===== config.mk =====
export PLATFORM = sky130hd
export DESIGN_NAME = trace_core
export DESIGN_NICKNAME = d
export VERILOG_FILES = /design/src/verilog/pipe_pkg.sv /design/src/verilog/decode_stage.sv /design/src/verilog/execute_stage.sv /design/src/verilog/pipeline_tracker.sv /design/src/verilog/result_stage.sv /design/src/verilog/trace_core.sv
export SDC_FILE = /design/constraint.sdc
export NUM_CORES = 1
export LEC_CHECK = 0
export BUFFER_PORTS_ARGS = -buffer_cell sky130_fd_sc_hd__buf_2
export CAP_MARGIN = 10
export CORE_UTILIZATION = 45
export CTS_CLUSTER_DIAMETER = 50
export CTS_CLUSTER_SIZE = 30
export DETAILED_ROUTE_END_ITERATION = 6
export HOLD_SLACK_MARGIN = 0.1
export MAX_ROUTING_LAYER = met4
export PLACE_DENSITY = 0.71
export SYNTH_ARGS = -nofsm -noshare
export SYNTH_HDL_FRONTEND = slang
export SYNTH_HIERARCHICAL = 1
export SYNTH_SLANG_ARGS = --single-unit

===== constraint.sdc =====
create_clock -name clk -period 6.8 [get_ports clk]
set_input_delay 1.36 -clock clk [delete_from_list [all_inputs] [get_ports clk]]
set_output_delay 1.36 -clock clk [all_outputs]
set_load 0.01 [all_outputs]

===== src/verilog/pipe_pkg.sv =====
package pipe_pkg;

    ////////////////////
    // widths
    ////////////////////

    // data and instruction word
    localparam int word_w = 16;
    // register file depth, r0 is an ordinary register
    localparam int reg_cnt = 8;
    localparam int addr_w = $clog2(reg_cnt);
    // sequence ids wrap at 256
    localparam int seq_w = 8;
    // cycle stamps wrap at 64k
    localparam int stamp_w = 16;
    localparam int op_w = 4;
    localparam int fn_w = 3;
    localparam int imm_w = 9;

    ////////////////////
    // encodings
    ////////////////////

    // opcodes, anything else is a nop
    localparam logic [op_w-1:0] op_alu = 4'd0;
    localparam logic [op_w-1:0] op_li = 4'd1;
    localparam logic [op_w-1:0] op_addi = 4'd2;

    // alu functs for register form
    localparam logic [fn_w-1:0] fn_add = 3'd0;
    localparam logic [fn_w-1:0] fn_sub = 3'd1;
    localparam logic [fn_w-1:0] fn_and = 3'd2;
    localparam logic [fn_w-1:0] fn_or = 3'd3;
    localparam logic [fn_w-1:0] fn_xor = 3'd4;

    // unused opcode, loaded into decode for bubbles
    localparam logic [word_w-1:0] bubble_word = 16'hf000;

    ////////////////////
    // instruction views
    ////////////////////

    // rd = rs1 op rs2
    typedef struct packed {
        logic [op_w-1:0]   opcode;
        logic [addr_w-1:0] rd;
        logic [addr_w-1:0] rs1;
        logic [addr_w-1:0] rs2;
        logic [fn_w-1:0]   funct;
    } rform_t;

    // rd = imm or rd + imm
    typedef struct packed {
        logic [op_w-1:0]   opcode;
        logic [addr_w-1:0] rd;
        logic [imm_w-1:0]  imm9;
    } iform_t;

    // same 16 bits, opcode and rd line up in both
    typedef union packed {
        rform_t reg_form;
        iform_t imm_form;
    } instr_u;

endpackage


===== src/verilog/decode_stage.sv =====
`timescale 1ns/1ps

module decode_stage import pipe_pkg::*; (
    input  logic              clk,
    input  logic              rst,
    input  logic              advance,
    input  logic              accept,
    input  logic [word_w-1:0] instr,
    input  logic              exe_valid,
    input  logic              res_valid,
    input  logic [word_w-1:0] alu_fwd,
    input  logic [addr_w-1:0] exe_rd,
    input  logic              exe_we,
    input  logic [word_w-1:0] res_data,
    input  logic [addr_w-1:0] res_rd,
    input  logic              res_we,
    output logic [addr_w-1:0] rf_addr_a,
    output logic [addr_w-1:0] rf_addr_b,
    input  logic [word_w-1:0] rf_data_a,
    input  logic [word_w-1:0] rf_data_b,
    output logic [word_w-1:0] op_a,
    output logic [word_w-1:0] op_b,
    output logic [fn_w-1:0]   alu_fn,
    output logic [addr_w-1:0] dst,
    output logic              write_en
);

    // instruction register seen through two views
    instr_u            ir;
    logic [word_w-1:0] imm_ext;
    logic [word_w-1:0] src_a;
    logic [word_w-1:0] src_b;

    // youngest producer wins
    function automatic logic [word_w-1:0] fwd_pick(
        input logic [addr_w-1:0] src,
        input logic [word_w-1:0] rf_val
    );
        logic [word_w-1:0] val;
        if (exe_valid && exe_we && exe_rd == src) begin
            val = alu_fwd;
        end else if (res_valid && res_we && res_rd == src) begin
            val = res_data;
        end else begin
            val = rf_val;
        end
        return val;
    endfunction

    ////////////////////
    // capture
    ////////////////////

    // empty slots carry a nop so write_en stays low
    always_ff @(posedge clk) begin
        if (rst) begin
            ir <= bubble_word;
        end else if (advance) begin
            ir <= accept ? instr : bubble_word;
        end
    end

    ////////////////////
    // operand fetch
    ////////////////////

    // addi reads its own rd as the first source
    assign rf_addr_a = (ir.reg_form.opcode == op_addi) ? ir.imm_form.rd : ir.reg_form.rs1;
    assign rf_addr_b = ir.reg_form.rs2;

    // bypass state is read inside fwd_pick
    always_comb begin
        src_a = fwd_pick(rf_addr_a, rf_data_a);
        src_b = fwd_pick(rf_addr_b, rf_data_b);
    end

    assign imm_ext = {{(word_w-imm_w){ir.imm_form.imm9[imm_w-1]}}, ir.imm_form.imm9};

    // rd sits in the same bits for both forms
    assign dst = ir.reg_form.rd;

    always_comb begin
        op_a = '0;
        op_b = '0;
        alu_fn = fn_add;
        write_en = 1'b0;
        case (ir.reg_form.opcode)
            op_alu: begin
                op_a = src_a;
                op_b = src_b;
                alu_fn = ir.reg_form.funct;
                write_en = 1'b1;
            end
            // zero plus immediate
            op_li: begin
                op_b = imm_ext;
                write_en = 1'b1;
            end
            op_addi: begin
                op_a = src_a;
                op_b = imm_ext;
                write_en = 1'b1;
            end
            // nop writes nothing
            default: write_en = 1'b0;
        endcase
    end

endmodule


===== src/verilog/execute_stage.sv =====
`timescale 1ns/1ps

module execute_stage import pipe_pkg::*; (
    input  logic              clk,
    input  logic              rst,
    input  logic              advance,
    input  logic [word_w-1:0] op_a,
    input  logic [word_w-1:0] op_b,
    input  logic [fn_w-1:0]   alu_fn,
    input  logic [addr_w-1:0] dst,
    input  logic              write_en,
    output logic [word_w-1:0] alu_fwd,
    output logic [addr_w-1:0] exe_rd,
    output logic              exe_we,
    output logic [word_w-1:0] res_data,
    output logic [addr_w-1:0] res_rd,
    output logic              res_we
);

    // operands latched from decode
    logic [word_w-1:0] ex_a;
    logic [word_w-1:0] ex_b;
    logic [fn_w-1:0]   ex_fn;

    ////////////////////
    // execute registers
    ////////////////////

    always_ff @(posedge clk) begin
        if (advance) begin
            ex_a <= op_a;
            ex_b <= op_b;
            ex_fn <= alu_fn;
            exe_rd <= dst;
        end
    end

    always_ff @(posedge clk) begin
        if (rst) begin
            exe_we <= 1'b0;
            res_we <= 1'b0;
        end else if (advance) begin
            exe_we <= write_en;
            res_we <= exe_we;
        end
    end

    ////////////////////
    // alu
    ////////////////////

    // also the forwarding source for decode
    always_comb begin
        case (ex_fn)
            fn_add: alu_fwd = ex_a + ex_b;
            fn_sub: alu_fwd = ex_a - ex_b;
            fn_and: alu_fwd = ex_a & ex_b;
            fn_or: alu_fwd = ex_a | ex_b;
            fn_xor: alu_fwd = ex_a ^ ex_b;
            // undefined functs still write, as zero
            default: alu_fwd = '0;
        endcase
    end

    // result register, shown at retire
    always_ff @(posedge clk) begin
        if (advance) begin
            res_data <= alu_fwd;
            res_rd <= exe_rd;
        end
    end

endmodule


===== src/verilog/pipeline_tracker.sv =====
`timescale 1ns/1ps

module pipeline_tracker import pipe_pkg::*; (
    input  logic               clk,
    input  logic               rst,
    input  logic               accept,
    input  logic               stall,
    input  logic               flush,
    output logic               advance,
    output logic               dec_valid,
    output logic               exe_valid,
    output logic               res_valid,
    output logic [seq_w-1:0]   ret_seq,
    output logic [stamp_w-1:0] ret_issue,
    output logic [stamp_w-1:0] ret_cycle
);

    // free running, counts stalled cycles too
    logic [stamp_w-1:0] cycle_cnt;
    // next id to hand out
    logic [seq_w-1:0]   seq_cnt;

    // tags riding beside the valid bits
    logic [seq_w-1:0]   dec_seq;
    logic [seq_w-1:0]   exe_seq;
    logic [stamp_w-1:0] dec_issue;
    logic [stamp_w-1:0] exe_issue;

    // whole pipe moves or whole pipe holds
    assign advance = ~stall;

    ////////////////////
    // counters and valid chain
    ////////////////////

    always_ff @(posedge clk) begin
        if (rst) begin
            cycle_cnt <= '0;
            seq_cnt <= '0;
            dec_valid <= 1'b0;
            exe_valid <= 1'b0;
            res_valid <= 1'b0;
        end else begin
            cycle_cnt <= cycle_cnt + 1'b1;
            // flushed instructions still burn their id
            if (accept) begin
                seq_cnt <= seq_cnt + 1'b1;
            end
            if (advance) begin
                // a new word enters decode even on a flush edge
                dec_valid <= accept;
                // killed ones do not move forward
                exe_valid <= dec_valid & ~flush;
                res_valid <= exe_valid & ~flush;
            end else if (flush) begin
                // stalled flush, young stages die in place
                dec_valid <= 1'b0;
                exe_valid <= 1'b0;
            end
        end
    end

    ////////////////////
    // tag chain
    ////////////////////

    always_ff @(posedge clk) begin
        if (advance) begin
            dec_seq <= seq_cnt;
            // stamp is the first cycle spent in decode
            dec_issue <= cycle_cnt + 1'b1;
            exe_seq <= dec_seq;
            exe_issue <= dec_issue;
            ret_seq <= exe_seq;
            ret_issue <= exe_issue;
        end
    end

    // retire cycle is simply the count now
    assign ret_cycle = cycle_cnt;

endmodule


===== src/verilog/result_stage.sv =====
`timescale 1ns/1ps

module result_stage import pipe_pkg::*; (
    input  logic              clk,
    input  logic              rst,
    input  logic              advance,
    input  logic              res_valid,
    input  logic [word_w-1:0] res_data,
    input  logic [addr_w-1:0] res_rd,
    input  logic              res_we,
    input  logic [addr_w-1:0] rf_addr_a,
    input  logic [addr_w-1:0] rf_addr_b,
    output logic [word_w-1:0] rf_data_a,
    output logic [word_w-1:0] rf_data_b
);

    // architectural registers
    logic [word_w-1:0] regs [reg_cnt];
    // writeback strobe
    logic              wr_en;

    ////////////////////
    // writeback
    ////////////////////

    // retire record leaves on the next moving edge
    // a stalled record holds and writes once
    assign wr_en = advance & res_valid & res_we;

    always_ff @(posedge clk) begin
        if (rst) begin
            for (int k = 0; k < reg_cnt; k++) begin
                regs[k] <= '0;
            end
        end else if (wr_en) begin
            regs[res_rd] <= res_data;
        end
    end

    ////////////////////
    // read ports
    ////////////////////

    // write first, bypass the value landing this edge
    assign rf_data_a = (wr_en && res_rd == rf_addr_a) ? res_data : regs[rf_addr_a];
    assign rf_data_b = (wr_en && res_rd == rf_addr_b) ? res_data : regs[rf_addr_b];

endmodule


===== src/verilog/trace_core.sv =====
`timescale 1ns/1ps

module trace_core import pipe_pkg::*; (
    input  logic               clk,
    input  logic               rst,
    input  logic               instr_valid,
    input  logic [word_w-1:0]  instr,
    input  logic               stall,
    input  logic               flush,
    output logic               retire_valid,
    output logic [addr_w-1:0]  retire_rd,
    output logic [word_w-1:0]  retire_data,
    output logic               retire_we,
    output logic [seq_w-1:0]   retire_seq,
    output logic [stamp_w-1:0] retire_issue,
    output logic [stamp_w-1:0] retire_cycle
);

    // pipe control
    logic              advance;
    logic              accept;
    logic              exe_valid;

    // decode to execute
    logic [word_w-1:0] op_a;
    logic [word_w-1:0] op_b;
    logic [fn_w-1:0]   alu_fn;
    logic [addr_w-1:0] dst;
    logic              write_en;

    // forwarding from execute
    logic [word_w-1:0] alu_fwd;
    logic [addr_w-1:0] exe_rd;
    logic              exe_we;

    // register file reads
    logic [addr_w-1:0] rf_addr_a;
    logic [addr_w-1:0] rf_addr_b;
    logic [word_w-1:0] rf_data_a;
    logic [word_w-1:0] rf_data_b;

    // strobe only counts when the pipe moves
    assign accept = instr_valid & advance;

    ////////////////////
    // instances
    ////////////////////

    // dec_valid stays inside the tracker
    pipeline_tracker tracker0 (
        .clk(clk), .rst(rst), .accept(accept), .stall(stall), .flush(flush),
        .advance(advance), .dec_valid(), .exe_valid(exe_valid), .res_valid(retire_valid),
        .ret_seq(retire_seq), .ret_issue(retire_issue), .ret_cycle(retire_cycle)
    );

    decode_stage decode0 (
        .clk(clk), .rst(rst), .advance(advance), .accept(accept), .instr(instr),
        .exe_valid(exe_valid), .res_valid(retire_valid), .alu_fwd(alu_fwd),
        .exe_rd(exe_rd), .exe_we(exe_we), .res_data(retire_data), .res_rd(retire_rd),
        .res_we(retire_we), .rf_addr_a(rf_addr_a), .rf_addr_b(rf_addr_b),
        .rf_data_a(rf_data_a), .rf_data_b(rf_data_b), .op_a(op_a), .op_b(op_b),
        .alu_fn(alu_fn), .dst(dst), .write_en(write_en)
    );

    // result registers double as the retire record
    execute_stage execute0 (
        .clk(clk), .rst(rst), .advance(advance), .op_a(op_a), .op_b(op_b),
        .alu_fn(alu_fn), .dst(dst), .write_en(write_en), .alu_fwd(alu_fwd),
        .exe_rd(exe_rd), .exe_we(exe_we), .res_data(retire_data), .res_rd(retire_rd),
        .res_we(retire_we)
    );

    result_stage result0 (
        .clk(clk), .rst(rst), .advance(advance), .res_valid(retire_valid),
        .res_data(retire_data), .res_rd(retire_rd), .res_we(retire_we),
        .rf_addr_a(rf_addr_a), .rf_addr_b(rf_addr_b),
        .rf_data_a(rf_data_a), .rf_data_b(rf_data_b)
    );

endmodule

After elaboration in Yosys (flattened, before gate mapping)
Memory sizes are Yosys's and may differ from the RTL's. A register that Yosys moved wholly into a read port is not among the register bits.
Index checks and enable logic that the tools add are counted.
Operators by class
  reduce and logical (&&, ||, !) cells: 14
  muxes and demuxes: 24
  bitwise operators: 10
  equality and inequality tests: 11
  add/sub/neg operators: 4
Operators with widths (number)
  $mux 16: 8
  $pmux 16 s5: 1
  $pmux 16 s2: 1
  $add 16x1->16 const B: 1
  $add 16x16->16: 1
  $and 16x16->16: 1
  $or 16x16->16: 1
  $reduce_or 16->1: 1
  $sub 16x16->16: 1
  $xor 16x16->16: 1
  $eq 3x3->1: 4
  $mux 3: 4
  $mux 1: 10
  $add 8x1->8 const B: 1
  $logic_and 1x1->1: 8
  $eq 3x2->1 const B: 2
  $and 1x1->1: 5
  $eq 4x1->1 const B: 1
  $eq 4x2->1 const B: 1
  $logic_not 4->1: 1
  $reduce_or 2->1: 2
  $eq 3x1->1 const B: 1
  $eq 3x3->1 const B: 1
  $logic_not 3->1: 1
  other kinds (3): 4
Storage, ports and cells
  memories kept: 1
  bits in writable memories: 128
  input bits: 21
  output and inout bits: 61
  register bits after elaboration: 174
Memory list
  result0.regs: depth 8, bits a word 16, read ports 2, clocked after memory_dff 1, write ports 8, RTL line result_stage.sv:18  | logic [word_w-1:0] regs [reg_cnt];

Longest topological paths before layout
Gate-level depths: netlist of the first run.
  depth after elaboration: 8
  depth in mapped cells: 17
  gate-level depth less buffers: 16

Cells and area by module
Netlist of the first run, hierarchy kept.
By module, submodules not included
  result_stage: cells each 446, area each 7509.7 µm², instances 1, sequential area each 3843.7 µm²
  execute_stage: cells each 355, area each 3789.9 µm², instances 1, sequential area each 1751.7 µm²
  pipeline_tracker: cells each 214, area each 3453.3 µm², instances 1, sequential area each 2702.6 µm²
  decode_stage: cells each 255, area each 1966.9 µm², instances 1, sequential area each 320.3 µm²
  trace_core: cells each 1, area each 6.3 µm², instances 1, sequential area each 0.0 µm²

Worst setup path before layout of the first run
No wires, ideal clock.
  path kind: in2reg
  start point: input stall
  end point: register execute0.ex_b[11], data pin
  buffers on the path: 1
  required time: 6535 ps
  data arrival time: 5711 ps
  stages: 8
  path slack: 824 ps
  cells stage by stage: inv_1 -> and3_1 -> nand4_1 -> buf_2 -> mux2_4 -> mux2_2 -> mux2i_1 -> o21ai_0
On the way
  cells in the longest elaborated chain, start to end: 8
RTL lines
  start: declaration: RTL line trace_core.sv:8  | input logic stall,
  $not 1->1: RTL line pipeline_tracker.sv:30  | assign advance = ~stall;
  $and 1x1->1 (2 in a row): RTL line result_stage.sv:28  | assign wr_en = advance & res_valid & res_we;
  $logic_and 1x1->1: RTL line result_stage.sv:46  | assign rf_data_b = (wr_en && res_rd == rf_addr_b) ? res_data : regs[rf_addr_b];
  $mux 16: RTL line result_stage.sv:46
  via rf_data_b[11]: RTL line trace_core.sv:40  | logic [word_w-1:0] rf_data_b;
  $mux 16: RTL line decode_stage.sv:42  | end else if (res_valid && res_we && res_rd == src) begin
  $mux 16: RTL line decode_stage.sv:40  | if (exe_valid && exe_we && exe_rd == src) begin
  $pmux 16 s2: RTL line decode_stage.sv:87  | case (ir.reg_form.opcode)
  via op_b[11]: RTL line trace_core.sv:26  | logic [word_w-1:0] op_b;
  end signal: assignment: RTL line execute_stage.sv:32  | ex_b <= op_b;
  end: declaration: RTL line execute_stage.sv:22  | logic [word_w-1:0] ex_b;
The timed path passes the listed nets, and every way through them passes these cells.
A chain may end at the register's enable or synchronous reset.

Final worst setup path of the first run
  start point: register execute0.ex_fn[2]
  end point: register execute0.ex_a[13], data pin
On the way
  cells in the longest elaborated chain, start to end: 3
  elaborated cells on any way between the ends: 7
  classes of those cells: eq/ne (4); mux (2); reduce/logical (1)
RTL lines
  start: declaration: RTL line execute_stage.sv:23  | logic [fn_w-1:0] ex_fn;
  start signal: assignment: RTL line execute_stage.sv:33  | ex_fn <= alu_fn;
  $eq 3x3->1 (tied with other cells): RTL line execute_stage.sv:54  | case (ex_fn)
  $pmux 16 s5 *: RTL line execute_stage.sv:54
  via alu_fwd[13]: RTL line trace_core.sv:32  | logic [word_w-1:0] alu_fwd;
  $mux 16 *: RTL line decode_stage.sv:40
  end signal: assignment: RTL line execute_stage.sv:31  | ex_a <= op_a;
  end: declaration: RTL line execute_stage.sv:21  | logic [word_w-1:0] ex_a;
Mark *: on every way through the listed nets, which the timed path passes. The rest lies on a longest branch.

==> reports/summary.log, run 1 <==
[power] internal power of the cells 3.181 mW
[synthesis] sequential share of the synthesized area 51.53%
[sta] share of the clock period used by the worst path 64.30%
[place] minimum setup slack after placement 2.302 ns
[place] GP Congestion 0.8814
[critical_path] CP Data Arrival Time 4.62 ns
[clock_network] post-CTS clock slew at the launch and capture registers of the worst setup and hold paths 0.07 ns
[route] per-cell routed wire length 20.91 microns
[critical_path] largest delay contributor family on the critical path compound AO/OA/AOI/OAI gates
[power] part of the total power dissipated in combinational logic 8.4%
[job] Max-Cap Viols 0
[clock_network] sink count of the clock tree 302
[place] Area after DPL 17510 sq um
[global_routing] total routing resource utilization after global routing 20.37%
[critical_path] number of cells on the worst reg-to-reg path 13
[sta] Worst Slack Setup Final 2.428 ns
[power] Sw Pwr 1.037 mW
[critical_path] number of cells on the critical path 13
[critical_path] Critical-path top delay cell edfxtp_1
[route] Final ANT Viol Nets 0
[place] input/output buffers 81
[floorplan] placeable core region 36610 sq um
[floorplan] floorplan die height 194.8 microns
[sta] shortest clock period the worst path allows after layout 4.372 ns
[clock_network] H-Tree Level Count 1
[synthesis] #FFs+latches synth 302
[clock_network] clock buffers created by TritonCTS 29
[synthesis] number of flops mapped to enable cells by yosys 257
[synthesis] mean instance size in the synthesized netlist 13.16 sq um
[sta] unrepaired setup endpoints after global routing no
[critical_path] delay contributed by the slowest stage of the critical path 0.63 ns
[critical_path] required arrival time at the worst endpoint 7.05 ns
[sta] worst clock skew on the final layout 0.03522 ns
[clock_network] post-CTS setup buffer count 0
[power] PwrDens 227.5 nW/um^2
[worst_hold_path] count of cells along the worst hold path 0
[synthesis] ys flop type edfxtp_1
[clock_network] post-cts hold buffer count 0
[cells_and_area] commonest cells after routing, fill and taps aside edfxtp_1, and2_1, buf_2, mux2_2, nor2_1
[critical_path] flop-to-flop setup slack 2.43 ns
[synthesis] distinct cell type count after synthesis 70
[cells_and_area] synthesis-to-finish area growth 10.85%
[floorplan] area of the die 37940 sq um
[place] half-perimeter wire length after placement 25.20 mm
[critical_path] category of the worst setup path capture point register
[route] number of remaining DRC errors 0
[global_routing] number of antenna violations at the first check in global routing 0
[cells_and_area] share of layout cells above drive strength 1 20.24%
[sta] Slew @ Worst Pin 1.311 ns
[power] clock network fraction of design power 40.8%
[route] number of iterations in the first detailed-routing pass 7
[synthesis] Warnings, synthesis 6
[clock_network] Skew-Pair Late Insertion Delay 0.57 ns
[floorplan] effective utilization at floorplan 45.69%
[power] worst IR drop on VDD 0.0001550 V
[route] number of design-rule violations left by the first detailed-router iteration 797
[synthesis] Post-Syn Area 16730 sq um
[sta] final sum of negative setup slack 0 ns
[critical_path] cell-by-cell trace of the critical path or2_2, nor2_1, nor2_1, xnor2_1, ha_1, o211ai_1, a21oi_1, o21ai_0, o21ai_0, xor2_1, a221o_1, o41ai_1, a31oi_1
[clock_network] Clock Path Buffers 3
[global_routing] pin count of the biggest net entering global routing 99
[global_routing] wire length of the first global-routing pass 59.00 mm
[critical_path] sort of element at the start of the critical path register
[route] sum of routed wire length over all layers 38.09 mm
[status] outcome complete, no violations
[clock_network] number of gates resized after cts 0
[floorplan] Top Ports 82
[power] total power 4.219 mW
[power] switching share of power 24.59%
[sta] max-slew violation total from the final report 0
[synthesis] Post-Synthesis Cells 1271
[cells_and_area] most common library cell in the layout ignoring fill and taps edfxtp_1
[global_routing] number of global-route vias before repair 10440
[power] Static Leakage 7.028 nW
[power] power share of the sequential group 50.9%
[sta] Max Freq 228.7 MHz
[cells_and_area] Final #Nets 1403
[route] routed via count divided by cell count 5.828
[cells_and_area] antenna diode count 0
[critical_path] worst-path maximum fanout 17
[global_routing] global route total overflow 0
[cells_and_area] final core area utilization 50.65%
[floorplan] horizontal extent of the die 194.8 microns
[synthesis] synthesized net count 1343
[clock_network] clock tree from TritonCTS done
[cells_and_area] area of all placed cells without fillers 18540 sq um
[route] count of vias placed by the detailed router 10620
[clock_network] library cell used as clock root buffer clkbuf_16
[worst_hold_path] worst hold path class reg2reg
[synthesis] proportion of synthesized flip-flops having asynchronous set or reset 0%
[critical_path] WP buf/inv 0
[floorplan] Rows 70
[sta] Hold Fails Final Rpt 0
[sta] Final setup viols 0
[critical_path] category of the critical setup timing path reg2reg
[sta] relative slew slack 12.60%
[power by group through the flow]
stage               Sequential (mW)  Clock (mW)  Combinational (mW)
floorplan                      2.17           0               0.236
global placement               2.18           0               0.343
detailed placement             2.19           0               0.349
CTS                            2.15        1.74               0.352
global route                   2.16        1.81               0.383
finish                         2.15        1.72               0.353
[Yosys cell counts, drive strengths merged, types with 4 or more instances]
master | instances | area, sq um
o22ai | 6 | 37.54
o41ai | 16 | 140.1
clkbuf | 41 | 153.9
nor4 | 12 | 146.4
mux4 | 64 | 1667
mux2 | 80 | 942.2
ha | 50 | 625.6
or3 | 11 | 73.82
nand3 | 12 | 60.06
and2 | 134 | 838.3
a21o | 8 | 60.06
nor2 | 63 | 236.5
nand2b | 11 | 68.82
nor3 | 13 | 65.06
xor2 | 26 | 235.2
nor2b | 21 | 131.4
a211oi | 10 | 75.07
or2 | 10 | 62.56
a21oi | 40 | 200.2
a31oi | 21 | 137.6
inv | 46 | 172.7
edfxtp | 257 | 7717
a22o | 8 | 70.07
nand2 | 43 | 161.4
dfxtp | 45 | 900.9
o31ai | 4 | 30.03
buf | 35 | 264.0
nand4 | 10 | 77.57
o21ai | 63 | 319.1
mux2i | 23 | 230.2
nand3b | 19 | 142.6
xnor2 | 31 | 279.0
[worst register-to-register path, delay by kind of cell (launching register included)]
kind                     cells  cell delay (ns)
AND/OR/NAND/NOR              3             1.08
adder cells (fa/ha/maj)      1             0.33
AO/OA/AOI/OAI                7             1.71
XOR/XNOR                     2             0.30
flip-flops                   1             0.63
[final cells by class]
class,instances,area [sq um]
fillers,3089,18070
well taps,468,585.6
multi-input cells,847,7541
clock buffers,32,758.2
flip-flops and latches,302,8620
repair buffers,105,585.6
clock inverters,22,274.0
inverters,46,177.7
[logic make-up after synthesis]
logic type	synth area share [%]
and+or+nand+nor	13.20
muxes	16.97
adders and majority gates	3.860
xor gates and xnor gates	3.075
buffers and inverters	3.531
AOI/OAI and AO/OA	7.832
DFF	51.53
[stage by stage]
stage	std cells	hold slack, ns
3_3_place_gp	1768	0.4003
3_5_place_dp	1768	0.4045
6_report	1822	0.4172
4_1_cts	1822	0.4206
2_1_floorplan	1271	0.4003
5_1_grt	1822	0.4217
[path summary, 6_finish.rpt]
| check | from | to |
|---|---|---|
| setup / recovery | execute0/ex_fn[2] | execute0/ex_a[13] |
| setup reg to reg | execute0/ex_fn[2] | execute0/ex_a[13] |
| hold reg to reg | tracker0/dec_issue[12] | tracker0/exe_issue[12] |
| hold / removal | tracker0/dec_issue[12] | tracker0/exe_issue[12] |
[state kept, by name (all words and copies together) (netlist names), 8 cells and up]
signal and count:
tracker0/dec_issue 16, execute0/res_data 16, tracker0/ret_seq 8, execute0/ex_b 16, execute0/ex_a 16, tracker0/exe_seq 8, decode0/ir 16, tracker0/dec_seq 8
tracker0/ret_cycle 16, tracker0/seq_cnt 8, result0/regs 128, tracker0/exe_issue 16, tracker0/ret_issue 16
[layer usage]
layer	routed length [microns]	up-vias	global-route usage (%)	share of wire (%)
li1	-	4958	-	-
met1	16420	5334	26.25	43
met2	19070	265	34.18	50
met3	1735	61	2.100	4.6
met4	867	0	5.833	2.3
met5	0	-	-	0
Power figures use the tool's default switching activity.
==> run 2: changes to the inputs <==
--- a/config.mk
+++ b/config.mk
@@ -5,6 +5,7 @@
 export SDC_FILE = /design/constraint.sdc
 export NUM_CORES = 1
 export LEC_CHECK = 0
+export ABC_AREA = 1
 export BUFFER_PORTS_ARGS = -buffer_cell sky130_fd_sc_hd__buf_2
 export CAP_MARGIN = 10
 export CORE_UTILIZATION = 45
@@ -13,7 +14,7 @@
 export DETAILED_ROUTE_END_ITERATION = 6
 export HOLD_SLACK_MARGIN = 0.1
 export MAX_ROUTING_LAYER = met4
-export PLACE_DENSITY = 0.71
+export PLACE_DENSITY = 0.73
 export SYNTH_ARGS = -nofsm -noshare
 export SYNTH_HDL_FRONTEND = slang
 export SYNTH_HIERARCHICAL = 1
==> constraint.sdc (replaced) <==
create_clock -name clk -period 3.65 [get_ports clk]
set_input_delay 0.73 -clock clk [delete_from_list [all_inputs] [get_ports clk]]
set_output_delay 0.73 -clock clk [all_outputs]
set_load 0.01 [all_outputs]
==> run 2 against run 1 <==
Effect of this change:
- the flow now finishes with violations (DRC)
- clock skew increased by 0.0048 ns
- fmax increased by 32%
- critical path depth increased by 7
- highest routed layer unchanged
- via count increased by 39%
- synthesized cell count increased by 71%
- critical path type unchanged
- largest power group unchanged
==> reports/summary.log, run 2 <==
[sta] worst clock skew on the final layout 0.03999 ns [was 0.03522 ns]
[sta] Final setup viols 0 [unchanged]
[clock_network] post-CTS setup buffer count 0 [unchanged]
[route] number of design-rule violations left by the first detailed-router iteration 1545 [was 797]
[critical_path] CP Data Arrival Time 3.62 ns [was 4.62 ns]
[critical_path] number of cells on the critical path 20 [was 13]
[clock_network] Clock Path Buffers 3 [unchanged]
[place] minimum setup slack after placement 0.4108 ns [was 2.302 ns]
[sta] Hold Fails Final Rpt 0 [unchanged]
[cells_and_area] flip-flop count of the largest register, all copies and words added 128 [unchanged]
[place] half-perimeter wire length after placement 30.72 mm [was 25.20 mm]
[worst_hold_path] worst hold path class in2reg [was reg2reg]
[route] number of iterations in the first detailed-routing pass 7 [unchanged]
[global_routing] total routing resource utilization after global routing 24.10% [was 20.37%]
[power] worst IR drop on VDD 0.0003571 V [was 0.0001550 V]
[synthesis] Post-Syn Area 17590 sq um [was 16730 sq um]
[route] number of remaining DRC errors 1 [was 0]
[cells_and_area] area of all placed cells without fillers 19460 sq um [was 18540 sq um]
[cells_and_area] most common library cell in the layout ignoring fill and taps nand2_1 [was edfxtp_1]
[synthesis] distinct cell type count after synthesis 47 [was 70]
[route] Final ANT Viol Nets 0 [unchanged]
[route] count of vias placed by the detailed router 14760 [was 10620]
[clock_network] library cell used as clock root buffer clkbuf_16 [unchanged]
[floorplan] floorplan die height 199.7 microns [was 194.8 microns]
[sta] Max Freq 302.9 MHz [was 228.7 MHz]
[clock_network] post-CTS clock slew at the launch and capture registers of the worst setup and hold paths 0.08 ns [was 0.07 ns]
[worst_hold_path] count of cells along the worst hold path 3 [was 0]
[place] Area after DPL 18350 sq um [was 17510 sq um]
[clock_network] H-Tree Level Count 1 [unchanged]
[floorplan] placeable core region 38560 sq um [was 36610 sq um]
[cells_and_area] Final #Nets 2278 [was 1403]
[cells_and_area] synthesis-to-finish area growth 10.63% [was 10.85%]
[status] outcome finished with violations [was complete, no violations]
[critical_path] category of the critical setup timing path reg2reg [unchanged]
[cells_and_area] share of layout cells above drive strength 1 12.51% [was 20.24%]
[global_routing] number of antenna violations at the first check in global routing 0 [unchanged]
[synthesis] sequential share of the synthesized area 49.00% [was 51.53%]
[status] violated checks DRC
[synthesis] synthesized net count 2241 [was 1343]
[sta] unrepaired setup endpoints after global routing no [unchanged]
[global_routing] global route total overflow 0 [unchanged]
[global_routing] wire length of the first global-routing pass 73.28 mm [was 59.00 mm]
[route] per-cell routed wire length 17.00 microns [was 20.91 microns]
[sta] Slew @ Worst Pin 0.8354 ns [was 1.311 ns]
[global_routing] pin count of the biggest net entering global routing 160 [was 99]
[cells_and_area] total area of sequential cells 8620 sq um [unchanged]
[cells_and_area] footprint of the multi-input gates 7233 sq um [was 7541 sq um]
[synthesis] proportion of synthesized flip-flops having asynchronous set or reset 0% [unchanged]
[critical_path] cell-by-cell trace of the critical path inv_1, ha_1, nand3_2, nor2_2, nand2_1, o31ai_2, xor2_1, ha_1, a21oi_1, nand2_1, a21oi_1, nand2_1, nand3_1, nand2_1, inv_1, nand3_1, nand2_1, inv_1, nand2_1, inv_1 [was or2_2, nor2_1, nor2_1, xnor2_1, ha_1, o211ai_1, a21oi_1, o21ai_0, o21ai_0, xor2_1, a221o_1, o41ai_1, a31oi_1]
[clock_network] post-cts hold buffer count 0 [unchanged]
[cells_and_area] fill cell count 3565 [was 3089]
[critical_path] number of cells on the worst reg-to-reg path 20 [was 13]
[synthesis] most repeated cell in the gate-level netlist after synthesis nand2_1 [was edfxtp_1]
[cells_and_area] Top reg by flops result0/regs [unchanged]
[critical_path] Critical-path top delay cell edfxtp_1 [unchanged]
[clock_network] number of gates resized after cts 0 [unchanged]
[floorplan] effective utilization at floorplan 45.62% [was 45.69%]
[synthesis] Post-Synthesis Cells 2169 [was 1271]
[synthesis] ys flop type edfxtp_1 [unchanged]
[critical_path] CP dominant cell by count nand2_1
[power] PwrDens 416.6 nW/um^2 [was 227.5 nW/um^2]
[clock_network] clock tree from TritonCTS done [unchanged]
[critical_path] worst-path maximum fanout 5 [was 17]
[critical_path] WP buf/inv 4 [was 0]
[sta] max-slew violation total from the final report 0 [unchanged]
[route] routed via count divided by cell count 5.371 [was 5.828]
[cells_and_area] commonest cells after routing, fill and taps aside nand2_1, nand3_1, inv_1, edfxtp_1, nor2_1 [was edfxtp_1, and2_1, buf_2, mux2_2, nor2_1]
[floorplan] Top Ports 82 [unchanged]
[critical_path] largest delay contributor family on the critical path simple AND/OR/NAND/NOR gates [was compound AO/OA/AOI/OAI gates]
[clock_network] Skew-Pair Late Insertion Delay 0.60 ns [was 0.57 ns]
[critical_path] delay contributed by the slowest stage of the critical path 0.42 ns [was 0.63 ns]
[global_routing] number of global-route vias before repair 13970 [was 10440]
[place] GP Congestion 0.8900 [was 0.8814]
[floorplan] area of the die 39880 sq um [was 37940 sq um]
[place] input/output buffers 81 [unchanged]
[sta] Worst Slack Setup Final 0.3485 ns [was 2.428 ns]
[floorplan] Rows 72 [was 70]
[synthesis] number of flops mapped to enable cells by yosys 257 [unchanged]
[job] Max-Cap Viols 0 [unchanged]
[critical_path] required arrival time at the worst endpoint 3.97 ns [was 7.05 ns]
[critical_path] sort of element at the start of the critical path register [unchanged]
[power] total power 8.106 mW [was 4.219 mW]
[synthesis] most used standard cells in the synthesized netlist nand2_1, nand3_1, inv_1 [was edfxtp_1, and2_1, mux2_2, nor2_1, o21ai_0]
[synthesis] top cell type's share of synthesized area 43.88% [was 46.14%]
[clock_network] clock buffers created by TritonCTS 30 [was 29]
[synthesis] dominant cell type by area after synthesis edfxtp_1 [unchanged]
[power] Static Leakage 8.912 nW [was 7.028 nW]
[floorplan] horizontal extent of the die 199.7 microns [was 194.8 microns]
[synthesis] mean instance size in the synthesized netlist 8.109 sq um [was 13.16 sq um]
[synthesis] Warnings, synthesis 6 [unchanged]
[synthesis] cell types occupying the most area after synthesis edfxtp_1, nand2_1, nand3_1 [was edfxtp_1, mux4_1, dfxtp_1]
[sta] shortest clock period the worst path allows after layout 3.301 ns [was 4.372 ns]
[sta] relative slew slack 44.12% [was 12.60%]
[critical_path] category of the worst setup path capture point register [unchanged]
[sta] share of the clock period used by the worst path 90.45% [was 64.30%]
[cells_and_area] antenna diode count 0 [unchanged]
[synthesis] #FFs+latches synth 302 [unchanged]
[clock_network] sink count of the clock tree 302 [unchanged]
[route] sum of routed wire length over all layers 46.72 mm [was 38.09 mm]
[run 2: cell types whose count changed after synthesis, sizes merged, moves of 64 or more]
| cell | delta |
|---|---|
| and2 | -131 |
| mux4 | -64 |
| inv | +297 |
| nand2 | +546 |
| nor2 | +169 |
| nand3 | +347 |
| mux2 | -80 |
[run 2: where the power goes]
group	leakage [nW]	total [mW]	switching (mW)	internal, mW
registers	3.00	3.98	0.108	3.87
logic	5.39	0.775	0.545	0.230
clock network	0.523	3.35	1.57	1.78
total	8.91	8.11	2.23	5.88
[run 2: final cells by class]
class,instances,share of cell area (%)
clock buffer,30,3.858
clock inverter,26,1.858
inverter,343,6.675
multi-input combinational,1431,37.17
sequential,302,44.30
tap,518,3.331
timing repair buffer,98,2.804
[run 2: stage by stage]
stage	std cells	utilization [%]	hold WS, ns	TNS (ns)
4_1_cts	2748	50.46	0.3203	0
3_5_place_dp	2692	47.58	0.4045	0
2_1_floorplan	2169	-	0.4003	-20.12
5_1_grt	2748	50.46	0.3451	0
6_report	2748	50.46	0.3489	0
3_3_place_gp	2692	47.58	0.4018	0
[run 2: cell families after synthesis]
kind of cell	synth area share [%]
AOI/OAI and AO/OA	4.617
xor gates and xnor gates	1.224
adders and majority gates	3.671
buffers and inverters	10.56
DFF	49.00
and+or+nand+nor	30.92
[run 2: tightest hold or removal path, stage by stage]
cell     delay (ns)
buf_2          0.08
o22ai_1        0.06
nand2_1        0.05
[run 2: path summary, 6_finish.rpt]
kind / start / to / slack [ns]
setup reg to reg: execute0/ex_b[1] / execute0/ex_a[11] / 0.35
hold reg to reg: tracker0/dec_issue[2] / tracker0/exe_issue[2] / 0.42
hold / removal: instr[13] / decode0/ir[13] / 0.35
setup / recovery: execute0/ex_b[1] / execute0/ex_a[11] / 0.35
[run 2: metal layers]
| metal | track usage [%] | vias up | routed length [microns] |
|---|---|---|---|
| met5 | - | - | 0 |
| met1 | 29.80 | 6806 | 18450 |
| li1 | - | 7072 | - |
| met2 | 38.89 | 736 | 22340 |
| met3 | 3.865 | 146 | 4141 |
| met4 | 10.74 | 0 | 1782 |
==> run 3: changes to the inputs <==
--- a/config.mk
+++ b/config.mk
@@ -6,15 +6,16 @@
 export NUM_CORES = 1
 export LEC_CHECK = 0
 export ABC_AREA = 1
+export ABC_CLOCK_PERIOD_IN_PS = 3650
 export BUFFER_PORTS_ARGS = -buffer_cell sky130_fd_sc_hd__buf_2
 export CAP_MARGIN = 10
-export CORE_UTILIZATION = 45
+export CORE_UTILIZATION = 37
 export CTS_CLUSTER_DIAMETER = 50
 export CTS_CLUSTER_SIZE = 30
 export DETAILED_ROUTE_END_ITERATION = 6
 export HOLD_SLACK_MARGIN = 0.1
 export MAX_ROUTING_LAYER = met4
-export PLACE_DENSITY = 0.73
+export PLACE_DENSITY = 0.63
 export SYNTH_ARGS = -nofsm -noshare
 export SYNTH_HDL_FRONTEND = slang
 export SYNTH_HIERARCHICAL = 1
==> run 3 against run 2 <==
Effect of this change:
- the flow still finishes with violations (DRC)
- global-route usage down 2.7 points
- flip-flop and latch count unchanged
- setup slack better by 0.053 ns
==> reports/summary.log, run 3 (synthesis gave the netlist of run 2 again) <==
[floorplan] Rows 79 [was 72]
[floorplan] floorplan die height 220.0 microns [was 199.7 microns]
[critical_path] required arrival time at the worst endpoint 3.98 ns [was 3.97 ns]
[power] Static Leakage 8.972 nW [was 8.912 nW]
[sta] share of the clock period used by the worst path 88.99% [was 90.45%]
[cells_and_area] final core area utilization 42.08% [was 50.46%]
[critical_path] flop-to-flop setup slack 0.40 ns [was 0.35 ns]
[power] clock network fraction of design power 43.0% [was 41.3%]
[place] Inst Count DP 2786 [was 2692]
[critical_path] CP Data Arrival Time 3.57 ns [was 3.62 ns]
[status] violated checks DRC [unchanged]
[route] count of vias placed by the detailed router 14910 [was 14760]
[worst_hold_path] worst hold path class in2reg [unchanged]
[critical_path] category of the worst setup path capture point register [unchanged]
[power] part of the total power dissipated in combinational logic 9.4% [was 9.6%]
[place] GP Congestion 0.9680 [was 0.8900]
[power] Sw Pwr 2.252 mW [was 2.227 mW]
[sta] unrepaired setup endpoints after global routing no [unchanged]
[clock_network] Skew-Pair Late Insertion Delay 0.60 ns [about the same]
[global_routing] total routing resource utilization after global routing 21.44% [was 24.10%]
[clock_network] H-Tree Level Count 1 [unchanged]
[clock_network] sink count of the clock tree 302 [unchanged]
[sta] shortest clock period the worst path allows after layout 3.248 ns [was 3.301 ns]
[sta] Max Freq 307.9 MHz [was 302.9 MHz]
[clock_network] Clock Path Buffers 3 [unchanged]
[sta] worst clock skew on the final layout 0.04125 ns [was 0.03999 ns]
[critical_path] category of the critical setup timing path reg2reg [unchanged]
[global_routing] wire length of the first global-routing pass 78.25 mm [was 73.28 mm]
[cells_and_area] total area of sequential cells 8620 sq um [unchanged]
[route] number of design-rule violations left by the first detailed-router iteration 1497 [was 1545]
[route] routed via count divided by cell count 5.239 [was 5.371]
[critical_path] cell-by-cell trace of the critical path inv_1, ha_1, nand3_2, nor2_4, nand2_1, o31ai_2, xor2_1, ha_1, nand2_1, inv_1, nand2_1, nand2_1, nand2_1, nand2_1, a21oi_1, nand3_1, nand3_1, nand2_1, inv_1, nand3_1, nand2_1, inv_1, nand2_1, inv_1 [was inv_1, ha_1, nand3_2, nor2_2, nand2_1, o31ai_2, xor2_1, ha_1, a21oi_1, nand2_1, a21oi_1, nand2_1, nand3_1, nand2_1, inv_1, nand3_1, nand2_1, inv_1, nand2_1, inv_1]
[cells_and_area] commonest cells after routing, fill and taps aside nand2_1, nand3_1, inv_1, edfxtp_1, nor2_1 [unchanged]
[power] internal power of the cells 6.139 mW [was 5.879 mW]
[global_routing] pin count of the biggest net entering global routing 101 [was 160]
[job] Max-Cap Viols 0 [unchanged]
[power] worst IR drop on VDD 0.0004917 V [was 0.0003571 V]
[cells_and_area] Final #Nets 2283 [was 2278]
[critical_path] worst-path maximum fanout 5 [unchanged]
[place] half-perimeter wire length after placement 33.24 mm [was 30.72 mm]
[status] outcome finished with violations [unchanged]
[cells_and_area] area of all placed cells without fillers 19680 sq um [was 19460 sq um]
[clock_network] clock buffers created by TritonCTS 30 [unchanged]
[sta] max-slew violation total from the final report 0 [unchanged]
[sta] relative slew slack 21.93% [was 44.12%]
[sta] Hold Fails Final Rpt 0 [unchanged]
[sta] final sum of negative setup slack 0 ns [unchanged]
[clock_network] library cell used as clock root buffer clkbuf_16 [unchanged]
[place] Area after DPL 18480 sq um [was 18350 sq um]
[global_routing] global route total overflow 0 [unchanged]
[cells_and_area] fill cell count 4585 [was 3565]
[sta] Final setup viols 0 [unchanged]
[cells_and_area] share of layout cells above drive strength 1 12.93% [was 12.51%]
[cells_and_area] footprint of the multi-input gates 7247 sq um [was 7233 sq um]
[power] PwrDens 426.5 nW/um^2 [was 416.6 nW/um^2]
[critical_path] delay contributed by the slowest stage of the critical path 0.42 ns [about the same]
[floorplan] effective utilization at floorplan 37.62% [was 45.62%]
[route] per-cell routed wire length 17.85 microns [was 17.00 microns]
[global_routing] number of global-route vias before repair 14210 [was 13970]
[cells_and_area] Top reg by flops result0/regs [unchanged]
[cells_and_area] most common library cell in the layout ignoring fill and taps nand2_1 [unchanged]
[cells_and_area] Final Instance Count excl. Fillers 2845 [was 2748]
[clock_network] post-cts hold buffer count 0 [unchanged]
[critical_path] CP dominant cell by count nand2_1 [unchanged]
[cells_and_area] flip-flop count of the largest register, all copies and words added 128 [unchanged]
[floorplan] placeable core region 46750 sq um [was 38560 sq um]
[power] switching share of power 26.83% [was 27.47%]
[sta] Slew @ Worst Pin 1.171 ns [was 0.8354 ns]
[floorplan] Top Ports 82 [unchanged]
[critical_path] Critical-path top delay cell edfxtp_1 [unchanged]
[route] number of iterations in the first detailed-routing pass 7 [unchanged]
[global_routing] number of antenna violations at the first check in global routing 1 [was 0]
[critical_path] sort of element at the start of the critical path register [unchanged]
[clock_network] clock tree from TritonCTS done [unchanged]
[cells_and_area] synthesis-to-finish area growth 11.87% [was 10.63%]
[power] power share of the sequential group 47.6% [was 49.1%]
[place] input/output buffers 81 [unchanged]
[clock_network] post-CTS clock slew at the launch and capture registers of the worst setup and hold paths 0.07 ns [was 0.08 ns]
[floorplan] area of the die 48410 sq um [was 39880 sq um]
[route] Final ANT Viol Nets 0 [unchanged]
[floorplan] horizontal extent of the die 220.0 microns [was 199.7 microns]
[route] sum of routed wire length over all layers 50.77 mm [was 46.72 mm]
[route] number of remaining DRC errors 12 [was 1]
-- run 3: cell types whose count changed in the layout (fill, tap and decap cells not counted), moves of 2 or more --
cell        delta
buf_4          +6
bufinv_16      +4
clkinv_1       -3
clkinvlp_4     -3
diode_2        +3
inv_12         -3
inv_16         +2
inv_2          +2
inv_6          +5
inv_8          -4
-- run 3: power by group through the flow --
stage / sequential [mW] / clock [mW] / combinational (mW)
floorplan: 4.03 / 0 / 0.520
global placement: 4.06 / 0 / 0.765
detailed placement: 4.06 / 0 / 0.778
CTS: 3.99 / 3.66 / 0.783
global route: 4.00 / 3.78 / 0.879
finish: 3.99 / 3.61 / 0.793
-- run 3: critical path, delay by kind of cell (launching register included) --
| kind | cells | cell delay (ns) |
|---|---|---|
| and+or+nand+nor | 14 | 1.20 |
| xor gates and xnor gates | 1 | 0.20 |
| adders and majority gates | 2 | 0.49 |
| DFF | 1 | 0.42 |
| buffers and inverters | 5 | 0.35 |
| AOI/OAI and AO/OA | 2 | 0.34 |
-- run 3: area by class of cell --
| cell class | count | share of cell area, % |
|---|---|---|
| Inverter | 343 | 6.601 |
| Multi-Input combinational cell | 1431 | 36.83 |
| Clock inverter | 25 | 2.124 |
| Clock buffer | 31 | 3.835 |
| Sequential cell | 302 | 43.81 |
| Tap cell | 607 | 3.860 |
| Antenna cell | 3 | 0.03816 |
| Timing Repair Buffer | 103 | 2.900 |
-- run 3: path summary, 6_finish.rpt --
path | from | endpoint | cells after the start
max | execute0/ex_b[0] | execute0/ex_a[15] | 24
min | instr[15] | decode0/ir[15] | 3
max reg2reg | execute0/ex_b[0] | execute0/ex_a[15] | 24
min reg2reg | tracker0/dec_issue[3] | tracker0/exe_issue[3] | 0
-- run 3: timing repair --
action                     4_1_cts  5_1_grt
gates resized for setup          0        4
setup buffers                    0        0
setup endpoints to repair        0        2
-- run 3: metal layers --
metal	GRT usage, %	vias to the layer above	wire length (microns)
li1	-	7070	-
met5	-	-	0
met4	7.862	0	1815
met1	27.36	7032	21160
met2	34.44	659	23870
met3	3.175	145	3923
-- run 3: stage by stage --
step / power (mW) / setup slack [ns] / hold slack (ns)
floorplan: 4.553 / -0.2898 / 0.4003
global placement: 4.827 / 0.3928 / 0.4005
detailed placement: 4.842 / 0.3293 / 0.4045
CTS: 8.428 / 0.2947 / 0.3261
global route: 8.660 / 0.01640 / 0.3566
finish: 8.391 / 0.4018 / 0.3429
